[config.mk]
export PLATFORM = sky130hd
export DESIGN_NAME = controlUnit
export DESIGN_NICKNAME = d
export VERILOG_FILES = /design/src/verilog/isaPkg.sv /design/src/verilog/ctrlPkg.sv /design/src/verilog/instrDecoder.sv /design/src/verilog/stateSequencer.sv /design/src/verilog/controlEncoder.sv /design/src/verilog/controlUnit.sv
export SDC_FILE = /design/constraint.sdc
export NUM_CORES = 1
export LEC_CHECK = 0
export BUFFER_PORTS_ARGS = -buffer_cell sky130_fd_sc_hd__buf_2
export CAP_MARGIN = 15
export CORE_MARGIN = 2
export CORE_UTILIZATION = 40
export CTS_BUF_LIST = sky130_fd_sc_hd__clkbuf_8
export DETAILED_ROUTE_END_ITERATION = 16
export GPL_ROUTABILITY_DRIVEN = 0
export GPL_TIMING_DRIVEN = 0
export SLEW_MARGIN = 25
export SYNTH_ARGS = -nofsm -noshare
export SYNTH_HDL_FRONTEND = slang
export SYNTH_SLANG_ARGS = --single-unit
[constraint.sdc]
create_clock -name clk -period 6.3 [get_ports clk]
set_clock_uncertainty 0.2 [all_clocks]
set_input_delay 0.315 -clock clk [delete_from_list [all_inputs] [get_ports clk]]
set_output_delay 0.315 -clock clk [all_outputs]
set_load 0.05 [all_outputs]
[src/verilog/isaPkg.sv]
package isaPkg;

  localparam int OpcodeWidth = 6;
  localparam int FunctWidth = 6;

  // Opcodes
  localparam logic [OpcodeWidth-1:0] OpTypeR = 6'h00;
  localparam logic [OpcodeWidth-1:0] OpJ = 6'h02;
  localparam logic [OpcodeWidth-1:0] OpJal = 6'h03;
  localparam logic [OpcodeWidth-1:0] OpBeq = 6'h04;
  localparam logic [OpcodeWidth-1:0] OpBne = 6'h05;
  localparam logic [OpcodeWidth-1:0] OpBle = 6'h06;
  localparam logic [OpcodeWidth-1:0] OpBgt = 6'h07;
  localparam logic [OpcodeWidth-1:0] OpAddi = 6'h08;
  localparam logic [OpcodeWidth-1:0] OpAddiu = 6'h09;
  localparam logic [OpcodeWidth-1:0] OpLb = 6'h20;
  localparam logic [OpcodeWidth-1:0] OpLh = 6'h21;
  localparam logic [OpcodeWidth-1:0] OpLw = 6'h23;
  localparam logic [OpcodeWidth-1:0] OpSb = 6'h28;
  localparam logic [OpcodeWidth-1:0] OpSh = 6'h29;
  localparam logic [OpcodeWidth-1:0] OpSw = 6'h2B;

  // Funct codes under OpTypeR
  localparam logic [FunctWidth-1:0] FunJr = 6'h08;
  localparam logic [FunctWidth-1:0] FunMult = 6'h18;
  localparam logic [FunctWidth-1:0] FunDiv = 6'h1A;
  localparam logic [FunctWidth-1:0] FunAdd = 6'h20;
  localparam logic [FunctWidth-1:0] FunSub = 6'h22;
  localparam logic [FunctWidth-1:0] FunAnd = 6'h24;

  typedef struct packed {
    logic [OpcodeWidth-1:0] opcode;
    logic [FunctWidth-1:0] funct;
  } instrFields;

  typedef struct packed {
    logic overflow;
    logic zero;
  } dpFlags;

  typedef enum logic [3:0] {
    clsAluReg, clsAluImm,
    clsLoad, clsStore,
    clsBranch,
    clsJump, clsJumpLink, clsJumpReg,
    clsMult, clsDiv,
    clsInvalid
  } instrClass;

  // funcAddU is the add that ignores overflow
  typedef enum logic [1:0] {
    funcAdd = 2'd0,
    funcAnd = 2'd1,
    funcSub = 2'd2,
    funcAddU = 2'd3
  } aluFunc;

  typedef enum logic [1:0] {
    sizeNone = 2'd0,
    sizeByte = 2'd1,
    sizeHalf = 2'd2,
    sizeWord = 2'd3
  } memSize;

  typedef enum logic [1:0] {
    condNe = 2'd0,
    condEq = 2'd1,
    condLe = 2'd2,
    condGt = 2'd3
  } branchCond;

  typedef struct packed {
    instrClass kind;
    aluFunc aluFn;
    memSize size;
    branchCond cond;
  } decodedInstr;

endpackage

[src/verilog/ctrlPkg.sv]
package ctrlPkg;

  // Cycles spent in multWait
  localparam int MultWaitCycles = 33;
  localparam int MultCountWidth = 6;

  typedef enum logic [4:0] {
    stFetch, stWaitMem, stDecode,
    stAluExec, stAluWrite,
    stOvfVector, stOvfJump,
    stAddrCalc, stLoadRead, stLoadWrite, stStoreWrite,
    stBranchEval,
    stJumpLinkCalc, stJumpLinkWrite, stJumpWrite,
    stJumpRegCalc, stJumpRegWrite,
    stMultWait,
    stDivCheck, stDivZeroVector, stDivZeroJump,
    stInvalidVector, stInvalidJump
  } ctrlState;

  typedef enum logic [1:0] {
    pcIncrement = 2'd0,
    pcJumpTarget = 2'd1,
    pcMemVector = 2'd2,
    pcAluOut = 2'd3
  } pcSrc;

  typedef enum logic [2:0] {
    addrPc = 3'd0,
    addrAluOut = 3'd1,
    addrInvalidVector = 3'd2,
    addrOverflowVector = 3'd3,
    addrDivZeroVector = 3'd4
  } addrSrc;

  typedef enum logic [1:0] {
    srcBReg = 2'd0,
    srcBImmediate = 2'd1,
    srcBBranchOffset = 2'd2,
    srcBFour = 2'd3
  } aluSrcBSel;

  // Link writes r31
  typedef enum logic [1:0] {
    dstRt = 2'd0,
    dstRd = 2'd1,
    dstLink = 2'd3
  } regDstSel;

  typedef enum logic {
    wbAluOut = 1'b0,
    wbMemData = 1'b1
  } wbSrc;

  typedef enum logic [2:0] {
    aluPassA = 3'd0,
    aluAdd = 3'd1,
    aluSub = 3'd2,
    aluAnd = 3'd3,
    aluCompare = 3'd7
  } aluOpSel;

  typedef enum logic {
    mdDiv = 1'b0,
    mdMult = 1'b1
  } mulDivOp;

  typedef struct packed {
    logic pcWrite;
    logic pcWriteCond;
    isaPkg::branchCond condSel;
    pcSrc pcSource;
    logic memRead;
    logic memWrite;
    addrSrc memAddrSel;
    isaPkg::memSize lsSize;
    logic irWrite;
    logic regWrite;
    regDstSel regDst;
    wbSrc memToReg;
    aluOpSel aluOp;
    logic aluSrcA;
    aluSrcBSel aluSrcB;
    logic mulDivStart;
    mulDivOp mulDivSel;
  } controlWord;

endpackage

[src/verilog/instrDecoder.sv]
`timescale 1ns/1ps

module instrDecoder (
  input isaPkg::instrFields instr,
  output isaPkg::decodedInstr decoded
);

  import isaPkg::*;

  always_comb begin
    decoded = '0;

    // Class from opcode, funct only for R-type
    case (instr.opcode)
      OpTypeR: begin
        case (instr.funct)
          FunAdd, FunAnd, FunSub: decoded.kind = clsAluReg;
          FunJr: decoded.kind = clsJumpReg;
          FunMult: decoded.kind = clsMult;
          FunDiv: decoded.kind = clsDiv;
          default: decoded.kind = clsInvalid;
        endcase
      end
      OpAddi, OpAddiu: decoded.kind = clsAluImm;
      OpBeq, OpBne, OpBle, OpBgt: decoded.kind = clsBranch;
      OpLb, OpLh, OpLw: decoded.kind = clsLoad;
      OpSb, OpSh, OpSw: decoded.kind = clsStore;
      OpJ: decoded.kind = clsJump;
      OpJal: decoded.kind = clsJumpLink;
      default: decoded.kind = clsInvalid;
    endcase

    // Sub-fields, left at zero where the class has none
    case (decoded.kind)
      clsAluReg: begin
        case (instr.funct)
          FunSub: decoded.aluFn = funcSub;
          FunAnd: decoded.aluFn = funcAnd;
          default: decoded.aluFn = funcAdd;
        endcase
      end
      clsAluImm: begin
        decoded.aluFn = (instr.opcode == OpAddiu) ? funcAddU : funcAdd;
      end
      clsBranch: begin
        case (instr.opcode)
          OpBeq: decoded.cond = condEq;
          OpBne: decoded.cond = condNe;
          OpBle: decoded.cond = condLe;
          default: decoded.cond = condGt;
        endcase
      end
      clsLoad, clsStore: begin
        // Low opcode bits give the width for both loads and stores
        case (instr.opcode[1:0])
          2'b00: decoded.size = sizeByte;
          2'b01: decoded.size = sizeHalf;
          default: decoded.size = sizeWord;
        endcase
      end
      default: ;
    endcase
  end

endmodule

[src/verilog/stateSequencer.sv]
`timescale 1ns/1ps

module stateSequencer (
  input logic clk,
  input logic reset_in,
  input isaPkg::decodedInstr decoded,
  input isaPkg::dpFlags flags,
  output ctrlPkg::ctrlState state,
  output isaPkg::decodedInstr heldInstr
);

  import isaPkg::*;
  import ctrlPkg::*;

  ctrlState nextState;
  logic [MultCountWidth-1:0] multCount;
  logic multDone;
  logic ovfTrap;

  assign multDone = (multCount == MultCountWidth'(MultWaitCycles - 1));

  // addiu decodes as funcAddU and never traps
  assign ovfTrap = flags.overflow && (heldInstr.aluFn inside {funcAdd, funcSub});

  always_comb begin
    nextState = stFetch;
    case (state)
      stFetch: nextState = stWaitMem;
      stWaitMem: nextState = stDecode;
      stDecode: begin
        case (decoded.kind)
          clsAluReg, clsAluImm: nextState = stAluExec;
          clsLoad, clsStore: nextState = stAddrCalc;
          clsBranch: nextState = stBranchEval;
          clsJump: nextState = stJumpWrite;
          clsJumpLink: nextState = stJumpLinkCalc;
          clsJumpReg: nextState = stJumpRegCalc;
          clsMult: nextState = stMultWait;
          clsDiv: nextState = stDivCheck;
          default: nextState = stInvalidVector;
        endcase
      end
      stAluExec: nextState = stAluWrite;
      stAluWrite: nextState = ovfTrap ? stOvfVector : stFetch;
      stOvfVector: nextState = stOvfJump;
      stAddrCalc: nextState = (heldInstr.kind == clsLoad) ? stLoadRead : stStoreWrite;
      stLoadRead: nextState = stLoadWrite;
      stJumpLinkCalc: nextState = stJumpLinkWrite;
      stJumpLinkWrite: nextState = stJumpWrite;
      stJumpRegCalc: nextState = stJumpRegWrite;
      stMultWait: nextState = multDone ? stFetch : stMultWait;
      stDivCheck: nextState = flags.zero ? stDivZeroVector : stFetch;
      stDivZeroVector: nextState = stDivZeroJump;
      stInvalidVector: nextState = stInvalidJump;
      // Terminal states
      default: nextState = stFetch;
    endcase
  end

  always_ff @(posedge clk) begin
    if (reset_in) begin
      state <= stFetch;
      multCount <= '0;
    end else begin
      state <= nextState;
      // Zero outside multWait, so every entry starts the count afresh
      if (state == stMultWait) begin
        multCount <= multCount + 1'b1;
      end else begin
        multCount <= '0;
      end
    end
  end

  always_ff @(posedge clk) begin
    if (state == stDecode) begin
      heldInstr <= decoded;
    end else if (state == stMultWait) begin
      // Retire the held decode once the multiplier is started
      heldInstr <= '0;
    end
  end

  multWaitBound: assert property (@(posedge clk) disable iff (reset_in)
    $rose(state == stMultWait) |-> ##[1:MultWaitCycles] (state != stMultWait))
    else $error("multWait lasted longer than %0d cycles", MultWaitCycles);

  decodeToClass: assert property (@(posedge clk) disable iff (reset_in)
    (state == stDecode) |=> (state inside {stAluExec, stAddrCalc, stBranchEval,
      stJumpWrite, stJumpLinkCalc, stJumpRegCalc, stMultWait, stDivCheck,
      stInvalidVector}))
    else $error("decode not followed by a class state");

  terminalToFetch: assert property (@(posedge clk) disable iff (reset_in)
    (state inside {stLoadWrite, stStoreWrite, stBranchEval, stJumpWrite,
      stJumpRegWrite, stOvfJump, stDivZeroJump, stInvalidJump}) |=> (state == stFetch))
    else $error("terminal state did not return to fetch");

endmodule

[src/verilog/controlEncoder.sv]
`timescale 1ns/1ps

module controlEncoder (
  input logic reset_in,
  input ctrlPkg::ctrlState state,
  input isaPkg::decodedInstr heldInstr,
  output ctrlPkg::controlWord ctrl
);

  import isaPkg::*;
  import ctrlPkg::*;

  always_comb begin
    ctrl = '0;
    case (state)
      stFetch: begin
        ctrl.memRead = 1'b1;
        ctrl.irWrite = 1'b1;
        ctrl.memAddrSel = addrPc;
        ctrl.pcWrite = 1'b1;
        ctrl.pcSource = pcIncrement;
        ctrl.aluSrcB = srcBFour;
        ctrl.aluOp = aluAdd;
      end
      // Branch target into ALUOut ahead of branchEval
      stDecode: begin
        ctrl.aluSrcB = srcBBranchOffset;
        ctrl.aluOp = aluAdd;
      end
      stAluExec: begin
        ctrl.aluSrcA = 1'b1;
        ctrl.aluSrcB = (heldInstr.kind == clsAluImm) ? srcBImmediate : srcBReg;
        case (heldInstr.aluFn)
          funcSub: ctrl.aluOp = aluSub;
          funcAnd: ctrl.aluOp = aluAnd;
          default: ctrl.aluOp = aluAdd;
        endcase
      end
      stAluWrite: begin
        ctrl.regWrite = 1'b1;
        ctrl.memToReg = wbAluOut;
        ctrl.regDst = (heldInstr.kind == clsAluImm) ? dstRt : dstRd;
      end
      stAddrCalc: begin
        ctrl.aluSrcA = 1'b1;
        ctrl.aluSrcB = srcBImmediate;
        ctrl.aluOp = aluAdd;
      end
      stLoadRead: begin
        ctrl.memRead = 1'b1;
        ctrl.memAddrSel = addrAluOut;
      end
      stLoadWrite: begin
        ctrl.regWrite = 1'b1;
        ctrl.regDst = dstRt;
        ctrl.memToReg = wbMemData;
        ctrl.lsSize = heldInstr.size;
      end
      stStoreWrite: begin
        ctrl.memWrite = 1'b1;
        ctrl.memAddrSel = addrAluOut;
        ctrl.lsSize = heldInstr.size;
      end
      stBranchEval: begin
        ctrl.pcWriteCond = 1'b1;
        ctrl.condSel = heldInstr.cond;
        ctrl.pcSource = pcAluOut;
        ctrl.aluSrcA = 1'b1;
        ctrl.aluSrcB = srcBReg;
        ctrl.aluOp = aluCompare;
      end
      // PC already points past the jal
      stJumpLinkCalc: ctrl.aluOp = aluPassA;
      stJumpLinkWrite: begin
        ctrl.regWrite = 1'b1;
        ctrl.regDst = dstLink;
        ctrl.memToReg = wbAluOut;
      end
      stJumpWrite: begin
        ctrl.pcWrite = 1'b1;
        ctrl.pcSource = pcJumpTarget;
      end
      stJumpRegCalc: begin
        ctrl.aluSrcA = 1'b1;
        ctrl.aluOp = aluPassA;
      end
      stJumpRegWrite: begin
        ctrl.pcWrite = 1'b1;
        ctrl.pcSource = pcAluOut;
      end
      // Held class is cleared after the first multWait cycle
      stMultWait: begin
        ctrl.mulDivStart = (heldInstr.kind == clsMult);
        ctrl.mulDivSel = mdMult;
      end
      stDivCheck: begin
        ctrl.mulDivStart = 1'b1;
        ctrl.mulDivSel = mdDiv;
      end
      stOvfVector: begin
        ctrl.memRead = 1'b1;
        ctrl.memAddrSel = addrOverflowVector;
      end
      stDivZeroVector: begin
        ctrl.memRead = 1'b1;
        ctrl.memAddrSel = addrDivZeroVector;
      end
      stInvalidVector: begin
        ctrl.memRead = 1'b1;
        ctrl.memAddrSel = addrInvalidVector;
      end
      stOvfJump, stDivZeroJump, stInvalidJump: begin
        ctrl.pcWrite = 1'b1;
        ctrl.pcSource = pcMemVector;
      end
      default: ctrl = '0;
    endcase

    // Strobes stay low while reset is held
    if (reset_in) begin
      ctrl = '0;
    end
  end

  memExclusive: assert #0 (!(ctrl.memRead && ctrl.memWrite))
    else $error("memRead and memWrite high together");

endmodule

[src/verilog/controlUnit.sv]
`timescale 1ns/1ps

module controlUnit (
  input logic clk,
  input logic reset_in,
  input isaPkg::instrFields instr,
  input isaPkg::dpFlags flags,
  output ctrlPkg::controlWord ctrl
);

  import isaPkg::*;
  import ctrlPkg::*;

  decodedInstr decoded;
  decodedInstr heldInstr;
  ctrlState state;

  instrDecoder instrDecoder_i (
    .instr(instr),
    .decoded(decoded)
  );

  stateSequencer stateSequencer_i (
    .clk(clk),
    .reset_in(reset_in),
    .decoded(decoded),
    .flags(flags),
    .state(state),
    .heldInstr(heldInstr)
  );

  controlEncoder controlEncoder_i (
    .reset_in(reset_in),
    .state(state),
    .heldInstr(heldInstr),
    .ctrl(ctrl)
  );

endmodule

==> impl_results.md, run 1 <==
- Status: finished, final reports clean
- Drt first-iter violations: 143
- Max Slew Vio Count: 0
- DR pass1 iterations: 4
- Die height: 73.1 um
- Hold Vio Cnt, Final: 0
- Clock buffer count from CTS: 3
- Top_reg_cell synth: dfxtp_1
- Reg2reg setup slack: 4.18 ns
- Crit-path max FO: 10
- Initial antenna violation count: 0
- I/O pin total: between 40 and 50
- Upper clock frequency limit: 356 MHz
- Die footprint: 0.00534 mm2
- Top cell type's share of synthesized area: between 10% and 20%
- Max VDD drop: 103 uV
- Pin count of the biggest net entering global routing: 12
- # resized after CTS: 0
- Vias per cell: 5.59
- MaxCap Viol Count: 0
- Share of layout cells above drive strength 1: 19.1%
- Syn Nets: 271
- Reg-to-Reg Start: stateSequencer_i.state[4]
- Clk_lat worst skew: 0.26 ns
- Tcrit/Tclk final: 44.6%
- Post-CTS Setup Bufs: 0
- CTS Hold Buffers Added: 0
- Routing usage on met2: between 20% and 30%
- CTS max path bufs: 2
- Met3 usage in global routing: 2.62%
- Via count: 1911
- Yosys reg bits: 21
- Hold Crit Depth: 3
- GRT Residual Overflow: 0
- Final wirelength: a little under 5000 um
- ANT nets after route: 0
- Path depth of the worst reg2reg path: 4
- # DRC: 0
- Routed length per instance: 14.2 um
- Hold WS: a little over 0.2 ns
- Area contributors post-synth: edfxtp_1 (16%), dfxtp_1 (12%), nor2_1 (6.7%)
- GRT busiest layer: met2
- Most frequent cells in the layout: buf_2 (42), nor2_1 (34), a21oi_1 (17)
- Pre-CTS setup slack: about 3.4 ns
- Die width: 73.1 um
- YS warnings: 0
- Diodes inserted: 0
- Sequential element share of the synthesized area: ~27%
- HP Start: flags[0]
- Hold crit path type: input port to flop
- Worst setup margin: 3.49 ns
- Reg2reg end: stateSequencer_i.heldInstr[9]
- CTS H-tree depth: 1
- Worst endpoint data arrival time: between 2 and 2.5 ns
- Clock Sinks: 21
- # setup viols final: 0
- FP Rows: 25
- Pwr Total: 0.542 mW
- Synth area leader: edfxtp_1
- Worst Tran Pin Value: 0.688 ns
- Power per standard cell area: 245 mW/mm2
- Startpoint types: flop
- Critical Path Sink Type: output port
- Area grow syn2layout: 15.9%
- Total track usage: 18.9%
- P_leak: 0.898 nW
- Endpoint, Worst Hold: stateSequencer_i.state[0]
- Vias in the first global route: 1738
- CTS Root Cell: clkbuf_8
- Core area: 0.00466 mm2
- DP Wirelength: 3810 um
- Critical path class: flop to output port
- Distinct cell type count after synthesis: 55
- Gate count after technology mapping: about 250
- Commonest non-fill, non-tap cell in the layout: buf_2
- Layout Nets: 314
- Clock Pin Slew Worst Setup and Hold Paths: 0.08 ns
- Post-DP Area: roughly 0.0022 mm2
- Post-synth ARST share: 0%
- Global-route wire length before repair: between 8000 and 9000 um
- RSZ-0062 raised after global routing: false
- Setup tns final: 0 ns
- Mean Syn Cell Area: 7.76 um2
- Mapped cell area: 0.00191 mm2
- Worst EP required: 5.78 ns
- Post-synth EDFFs: 10
- CTS tree: built
- Tmin final: 2.81 ns
- Met1 Usage GRT: 27.4%
- Final instance area: between 0.002 and 0.0025 mm2
- I/O Buffers: 38
- Initial core utilization: 40.9%
- Slew headroom: 53.4%
==> synth_stat cells, types with 2 or more instances <==
| cell | instances |
|---|---|
| a31oi_1 | 5 |
| nand3_1 | 7 |
| o21ai_1 | 2 |
| nor4b_1 | 5 |
| nor4_1 | 5 |
| a32oi_1 | 3 |
| o21ai_0 | 7 |
| nor2_1 | 34 |
| and2_1 | 5 |
| xor2_1 | 6 |
| o211ai_1 | 4 |
| a2111oi_0 | 2 |
| inv_1 | 13 |
| xnor2_1 | 2 |
| a221o_1 | 2 |
| nand2_1 | 16 |
| a311oi_1 | 3 |
| or4_1 | 3 |
| nor3b_1 | 5 |
| buf_2 | 4 |
| or3_1 | 5 |
| nor3_1 | 9 |
| buf_6 | 2 |
| edfxtp_1 | 10 |
| ha_1 | 9 |
| o32a_1 | 2 |
| dfxtp_1 | 11 |
| a21oi_1 | 17 |
| and3_1 | 2 |
| clkbuf_1 | 10 |
| o21bai_1 | 2 |
| nand2b_1 | 6 |
| nor2b_1 | 6 |
==> critical path: stages, from the launching register on <==
cell and delay, ns:
dfxtp_1 0.41, clkbuf_1 0.36, clkbuf_1 0.40, o211ai_1 0.16, a2111oi_0 0.37, buf_2 0.33
==> sequential cells by signal, indices dropped and copies added (netlist names) <==
| signal | flops |
|---|---|
| stateSequencer_i.heldInstr | 10 |
| stateSequencer_i.state | 5 |
| stateSequencer_i.multCount | 6 |
==> through the flow <==
stage	utilization, %	std cells
finish	47.4	342
global route	47.4	342
CTS	47.4	342
detailed placement	46.5	338
global placement	46.5	338
floorplan	-	246
==> worst max-delay path by stage <==
stage	depth (start not counted)	slack, ns	end	startpoint
5_1_grt	5	3.32	ctrl[2]	stateSequencer_i.state[1]
4_1_cts	5	3.52	ctrl[2]	stateSequencer_i.state[1]
3_3_place_gp	8	3.37	stateSequencer_i.heldInstr[4]	instr[3]
3_5_place_dp	8	3.36	stateSequencer_i.heldInstr[4]	instr[3]
6_report	5	3.49	ctrl[2]	stateSequencer_i.state[1]
2_1_floorplan	5	1.28	ctrl[9]	stateSequencer_i.state[2]
==> where the power goes <==
group / leakage, nW / total (mW) / internal [mW] / switching, mW
combinational: 0.692 / 0.288 / 0.0871 / 0.201
clock: 0.0269 / 0.0854 / 0.0434 / 0.0420
sequential: 0.180 / 0.168 / 0.160 / 0.00884
==> cells by family after synthesis <==
group | synth area share, %
and+or+nand+nor | 34.6
buffers and inverters | 7.34
adders and majority gates | 6.43
xor gates and xnor gates | 3.67
AOI/OAI and AO/OA | 20.7
DFF | 27.3
==> area by class of cell <==
| cell class | count | area [um2] |
|---|---|---|
| Sequential cell | 21 | 520 |
| Clock inverter | 1 | 3.75 |
| Tap cell | 54 | 67.6 |
| Buffer | 17 | 87.6 |
| Timing Repair Buffer | 38 | 190 |
| Clock buffer | 3 | 41.3 |
| Inverter | 14 | 52.6 |
| Multi-Input combinational cell | 194 | 1250 |
| Fill cell | 502 | 2450 |
==> layer usage <==
layer	wire length, um	part of all wire, %
met1	2410	50
met2	2180	45
met3	177	3.7
met4	86	1.8
met5	0	0
Note: power is estimated with default switching activity, not from simulation.
==> run 2: changes to the inputs <==
==> constraint.sdc (replaced) <==
create_clock -name clk -period 2.3 [get_ports clk]
set_clock_uncertainty 0.2 [all_clocks]
set_input_delay 0.115 -clock clk [delete_from_list [all_inputs] [get_ports clk]]
set_output_delay 0.115 -clock clk [all_outputs]
set_load 0.05 [all_outputs]
==> run 2 against run 1 <==
Net effect: clock-buffer cell count unchanged; largest cell class unchanged; final cell count down 0.58%; clock power rose to 2.9 times the previous value; worst hold slack worse by 0.20 ns; setup slack worse by 3.4 ns; design area up 7.4%.
==> impl_results.md, run 2 (synthesis results as in run 1) <==
- CTS Hold Buffers Added: 0 (unchanged)
- P_leak: 0.942 nW (+4.8%)
- Worst Tran Pin Value: 0.642 ns (-0.0463 ns)
- ANT nets after route: 0 (unchanged)
- Clock Pin Slew Worst Setup and Hold Paths: 0.08 ns (about the same)
- Crit-path max FO: 9 (-1)
- Clk_lat worst skew: 0.26 ns (about the same)
- Most frequent cells in the layout: buf_2 (35), nor2_1 (33), nand2_1 (16), a21oi_1 (16), inv_1 (13)
- Fillcell total: 477 (-5.0%)
- Die width: 73.1 um (unchanged)
- Commonest non-fill, non-tap cell in the layout: buf_2
- Drt first-iter violations: 150 (+4.9%)
- Status: finished, final reports clean
- Total track usage: 19.8% (+0.88 points)
- Area grow syn2layout: 24.4%
- DR pass1 iterations: 4 (unchanged)
- Die height: 73.1 um (unchanged)
- Diodes inserted: 0 (unchanged)
- CTS Root Cell: clkbuf_8
- Max VDD drop: 279 uV (+170%)
- DP Wirelength: 3910 um (+2.6%)
- I/O Buffers: 38 (unchanged)
- Max FFs per register: 10 (unchanged)
- Clock buffer count from CTS: 3 (unchanged)
- CTS tree: built
- GRT Residual Overflow: 0 (unchanged)
- Via count: 1912 (+0.052%)
- Setup tns final: 0 ns (unchanged)
- Upper clock frequency limit: 453 MHz
- Routed length per instance: 14.9 um (+4.9%)
- Power per standard cell area: 668 mW/mm2 (+170%)
- Slowest-stage cell, CP: a2111oi_4
- Initial core utilization: 40.9% (unchanged)
- Sequence of cells on the critical path: buf_6, and2b_1, nand2b_1, a2111oi_4, nor3b_2, buf_2
- Clock Sinks: 21 (unchanged)
- Max Slew Vio Count: 0 (unchanged)
- Vias in the first global route: 1821 (+4.8%)
- I/O pin total: 42 (unchanged)
- Share of layout cells above drive strength 1: 28.0% (+8.9 points)
- Worst endpoint data arrival time: 1.89 ns (-0.41 ns)
- Final wirelength: 5050 um (+4.3%)
- Non-Filler Instances: 340 (-0.58%)
- Final core occ: 50.9% (+3.5 points)
- Pin count of the biggest net entering global routing: 13 (+1)
- Post-CTS Setup Bufs: 0 (unchanged)
- Die footprint: 0.00534 mm2 (unchanged)
- # setup viols final: 0 (unchanged)
- Biggest register: stateSequencer_i.heldInstr
- Vias per cell: 5.62 (+0.64%)
- Biggest regs: stateSequencer_i.heldInstr (10), stateSequencer_i.multCount (6), stateSequencer_i.state (5)
- Pwr Total: 1.58 mW (+190%)
- Tcrit/Tclk final: a little over nine tenths
- Core area: 0.00466 mm2 (unchanged)
- FP Rows: 25 (unchanged)
- Hold WS: 0.00389 ns (-0.202 ns)
- Critical path class: flop to output port
- Startpoint types: flop
- CTS max path bufs: 2 (unchanged)
- Tmin final: approximately 2.2 ns
- Layout Nets: 312 (-0.64%)
- Max incr delay on CP: 0.36 ns (-0.05 ns)
- Hold Vio Cnt, Final: 0 (unchanged)
- CTS H-tree depth: 1 (unchanged)
- Reg2reg setup slack: 0.21 ns (-3.97 ns)
- Initial antenna violation count: 0 (unchanged)
- Hold crit path type: input port to flop
- Worst EP required: 1.99 ns (-3.79 ns)
- Critical Path Sink Type: output port
- Global-route wire length before repair: 8420 um (+3.6%)
- Slew headroom: 56.5% (+3.1 points)
- # DRC: 0 (unchanged)
- Placed Instances: 338 (unchanged)
- MaxCap Viol Count: 0 (unchanged)
## run 2: cell types whose count changed in the layout (fill, tap and decap cells not counted), moves of 3 or more
cell,previous run,this run
clkbuf_1,10,2
buf_2,42,35
clkbuf_4,0,6
nor3_1,9,5
buf_4,1,4
clkbuf_2,0,3
nor3_2,0,3
## run 2: repair_timing
item / in CTS / in global routing
setup endpoints to repair: 17 / 13
gates resized for setup: 12 / 19
pin swaps: 0 / 2
## run 2: final timing paths
kind,startpoint,endpoint,depth (start not counted)
max,stateSequencer_i.state[2],ctrl[9],6
min,instr[7],stateSequencer_i.heldInstr[3],3
max reg2reg,stateSequencer_i.state[2],stateSequencer_i.heldInstr[4],6
min reg2reg,stateSequencer_i.multCount[0],stateSequencer_i.multCount[0],1
## run 2: layout make-up
cell class                      instances  area [um2]  share of cell area, %
Sequential cell                        21         522                   22.0
Buffer                                 15        95.1                   4.01
Clock inverter                          1        5.00                  0.211
Multi-Input combinational cell        194        1380                   57.9
Tap cell                               54        67.6                   2.85
Clock buffer                            3        41.3                   1.74
Inverter                               14        56.3                   2.37
Timing Repair Buffer                   38         211                   8.91
## run 2: critical path, delay by kind of cell, from the launching register on
kind	cells	cell delay [ns]
AOI/OAI and AO/OA	1	0.36
buffers and inverters	2	0.39
and+or+nand+nor	3	0.54
DFF	1	0.33
## run 2: per-layer routing
metal  part of all wire, %  track usage, %
met2                    47            32.0
met1                    49            27.9
met5                     0               0
met3                   4.0            1.80
met4                  0.73            6.17
## run 2: report_power, final
group,total (mW),switching (mW),internal (mW)
logic,0.870,0.584,0.286
registers,0.467,0.0299,0.437
clock network,0.247,0.127,0.121
total,1.58,0.741,0.844
## run 2: metrics by stage
stage | area (um2) | worst slack [ns]
2_1_floorplan | 2000 | -0.325
5_1_grt | 2370 | -0.00267
6_report | 2370 | 0.0941
3_5_place_dp | 2250 | -0.368
3_3_place_gp | 2250 | -0.354
4_1_cts | 2320 | 0.0216
==> run 3: changes to the inputs <==
--- a/config.mk
+++ b/config.mk
@@ -5,6 +5,7 @@
 export SDC_FILE = /design/constraint.sdc
 export NUM_CORES = 1
 export LEC_CHECK = 0
+export ABC_AREA = 1
 export BUFFER_PORTS_ARGS = -buffer_cell sky130_fd_sc_hd__buf_2
 export CAP_MARGIN = 15
 export CORE_MARGIN = 2
@@ -13,6 +14,8 @@
 export DETAILED_ROUTE_END_ITERATION = 16
 export GPL_ROUTABILITY_DRIVEN = 0
 export GPL_TIMING_DRIVEN = 0
+export MAX_ROUTING_LAYER = met4
+export SKIP_CTS_REPAIR_TIMING = 1
 export SLEW_MARGIN = 25
 export SYNTH_ARGS = -nofsm -noshare
 export SYNTH_HDL_FRONTEND = slang
==> run 3 against run 2 <==
Net effect: sequential cell count stayed put; maximum frequency is 3.9% higher; clock-buffer cell count stayed put; via count is 2.4% lower; critical endpoint is now ctrl[5]; synthesized area is 2.9% lower; global-route usage is 1.2 points lower.
==> impl_results.md, run 3 <==
- Non-Filler Instances: 376 (+11%)
- RSZ-0062 raised after global routing: false
- Worst endpoint data arrival time: 1.81 ns (-0.08 ns)
- Pin count of the biggest net entering global routing: 13 (unchanged)
- Via count: 1867 (-2.4%)
- Slew headroom: 67.9% (+11 points)
- Sequential element share of the synthesized area: 28.1% (+0.81 points)
- Endpoint, Worst Hold: stateSequencer_i.heldInstr[3]
- CTS max path bufs: 2 (unchanged)
- Reg-to-Reg Start: stateSequencer_i.state[0]
- Core area: 0.00441 mm2 (-5.3%)
- Syn Nets: 305 (+13%)
- Initial antenna violation count: 0 (unchanged)
- Critical path class: flop to output port
- Tmin final: 2.12 ns (-0.0836 ns)
- I/O Buffers: 40 (+5.3%)
- P_leak: 1.08 nW (+14%)
- Area grow syn2layout: 17.4%
- Biggest register: stateSequencer_i.heldInstr
- Placed Instances: 372 (+10%)
- Hold crit path type: input port to flop
- Top_reg_cell synth: dfxtp_1
- CTS H-tree depth: 1 (unchanged)
- Hold Crit Depth: 3 (unchanged)
- Routed length per instance: 11.5 um (-23%)
- Max VDD drop: 319 uV (+14%)
- Die width: 72.1 um (-1.4%)
- Most frequent cells in the layout: nor2_1 (56), buf_2 (40), inv_1 (37)
- # setup viols final: 0 (unchanged)
- FP Rows: 24 (-4.0%)
- # DRC: 0 (unchanged)
- Total track usage: 18.7% (-1.2 points)
- Vias in the first global route: 1684 (-7.5%)
- GRT Residual Overflow: 0 (unchanged)
- Power per standard cell area: 737 mW/mm2 (+10%)
- Final wirelength: 4310 um (-15%)
- Clk_lat worst skew: 0.26 ns (about the same)
- Count leader, synth: nor2_1
- Top cell type's share of synthesized area: 16.2% (+0.47 points)
- Mean Syn Cell Area: 6.62 um2 (-15%)
- Most frequent cells after synthesis: nor2_1 (56), inv_1 (37), nand2_1 (36), nand3_1 (24), nor2_2 (12)
- ANT nets after route: 0 (unchanged)
- Final core occ: 49.3% (-1.6 points)
- Tcrit/Tclk final: 92.3% (-3.6 points)
- Max FFs per register: 10 (unchanged)
- Reg2reg setup slack: 0.42 ns (+0.21 ns)
- Buf/Inv on CP: 3 (+1)
- Die footprint: 0.00519 mm2 (-2.7%)
- Post-synth EDFFs: 10 (unchanged)
- Reg2reg end: stateSequencer_i.heldInstr[6]
- Distinct cell type count after synthesis: 37 (-33%)
- CTS Root Cell: clkbuf_8
- DR pass1 iterations: 4 (unchanged)
- Startpoint types: flop
- Vias per cell: 4.97 (-12%)
- Clock Sinks: 21 (unchanged)
- CTS tree: built
- YS warnings: 0 (unchanged)
- Share of layout cells above drive strength 1: 26.5% (-1.4 points)
- Clock Pin Slew Worst Setup and Hold Paths: 0.08 ns (about the same)
- MaxCap Viol Count: 0 (unchanged)
- Max incr delay on CP: 0.36 ns (about the same)
- Worst Tran Pin Value: 0.481 ns (-0.161 ns)
- Mapped cell area: 0.00185 mm2 (-2.9%)
- Gate count after technology mapping: 280 (+14%)
- Slowest-stage cell, CP: dfxtp_1
- Global-route wire length before repair: 7440 um (-12%)
- Stages on worst setup path: 8 (+2)
- I/O pin total: 42 (unchanged)
- Path depth of the worst reg2reg path: 6 (unchanged)
- Die height: 72.1 um (-1.4%)
- Upper clock frequency limit: 471 MHz (+3.9%)
- Synth area leader: edfxtp_1
- Max Slew Vio Count: 0 (unchanged)
- Critical Path Sink Type: output port
- Hold WS: 0.0726 ns (+0.0687 ns)
- Initial core utilization: 42.0% (+1.0 points)
- Yosys reg bits: 21 (unchanged)
- Clock buffer count from CTS: 3 (unchanged)
- Biggest regs: stateSequencer_i.heldInstr (10), stateSequencer_i.multCount (6), stateSequencer_i.state (5)
- Hold Vio Cnt, Final: 0 (unchanged)
- Area contributors post-synth: edfxtp_1 (16%), dfxtp_1 (12%), nor2_1 (11%)
- DP Wirelength: 3600 um (-7.8%)
- Sequence of cells on the critical path: nor2_4, inv_1, nor3_1, inv_1, nor2_1, nor3_1, nor2_1, buf_2
- CP top delay family: simple AND/OR/NAND/NOR gates
- Crit-path max FO: 8 (-1)
- Worst EP required: 1.99 ns (about the same)
- Layout Nets: 350 (+12%)
- Setup tns final: 0 ns (unchanged)
- Commonest non-fill, non-tap cell in the layout: nor2_1
- Post-synth ARST share: 0% (unchanged)
- Diodes inserted: 0 (unchanged)
- Status: finished, final reports clean
- HP Start: instr[6]
- Drt first-iter violations: 165 (+10%)
==> run 3: how the worst max path moves through the flow <==
stage | start | end | slack (ns)
final | stateSequencer_i.state[2] | ctrl[5] | 0.18
after global routing | stateSequencer_i.state[2] | ctrl[5] | 0.009
after floorplan | stateSequencer_i.state[3] | ctrl[13] | -0.02
after global placement | instr[11] | stateSequencer_i.state[0] | 0.12
after detailed placement | instr[11] | stateSequencer_i.state[0] | 0.11
after CTS | stateSequencer_i.state[3] | ctrl[24] | 0.10
==> run 3: metal layers <==
layer,up-vias,wire length [um],GRT usage [%]
met5,-,0,-
met4,0,55,4.40
met3,9,277,2.92
met2,70,1910,29.8
met1,787,2070,25.0
li1,1001,-,-
==> run 3: final cells by class <==
type / count / area (um2)
inverter: 49 / 185
sequential: 21 / 522
clock inverter: 1 / 5.00
clock buffer: 3 / 41.3
tap: 52 / 65.1
multi-input combinational: 205 / 1130
timing repair buffer: 40 / 203
buffer: 5 / 23.8
fill: 471 / 2240
==> run 3: worst min-delay path, cell delays in order <==
cell,delay (ns)
buf_2,0.13
nor2_2,0.06
nor2_1,0.11
==> run 3: through the flow <==
step	power [mW]	worst slack (ns)	cell area, um2
2_1_floorplan	1.16	-0.0239	1850
3_3_place_gp	1.36	0.118	2120
3_5_place_dp	1.36	0.112	2120
4_1_cts	1.60	0.102	2160
5_1_grt	1.72	0.00862	2180
6_report	1.60	0.178	2180
==> run 3: logic make-up after synthesis <==
family | synth area share (%)
flops | 28.1
fa+ha+maj | 6.08
xor+xnor | 0.945
buf+inv | 11.3
simple gates | 43.2
compound gates | 10.4
==> run 3: power breakdown <==
part | total [mW] | leakage, nW | switching (mW) | internal, mW
Sequential | 0.524 | 0.181 | 0.0464 | 0.478
Combinational | 0.837 | 0.869 | 0.628 | 0.208
Clock | 0.243 | 0.0255 | 0.122 | 0.121
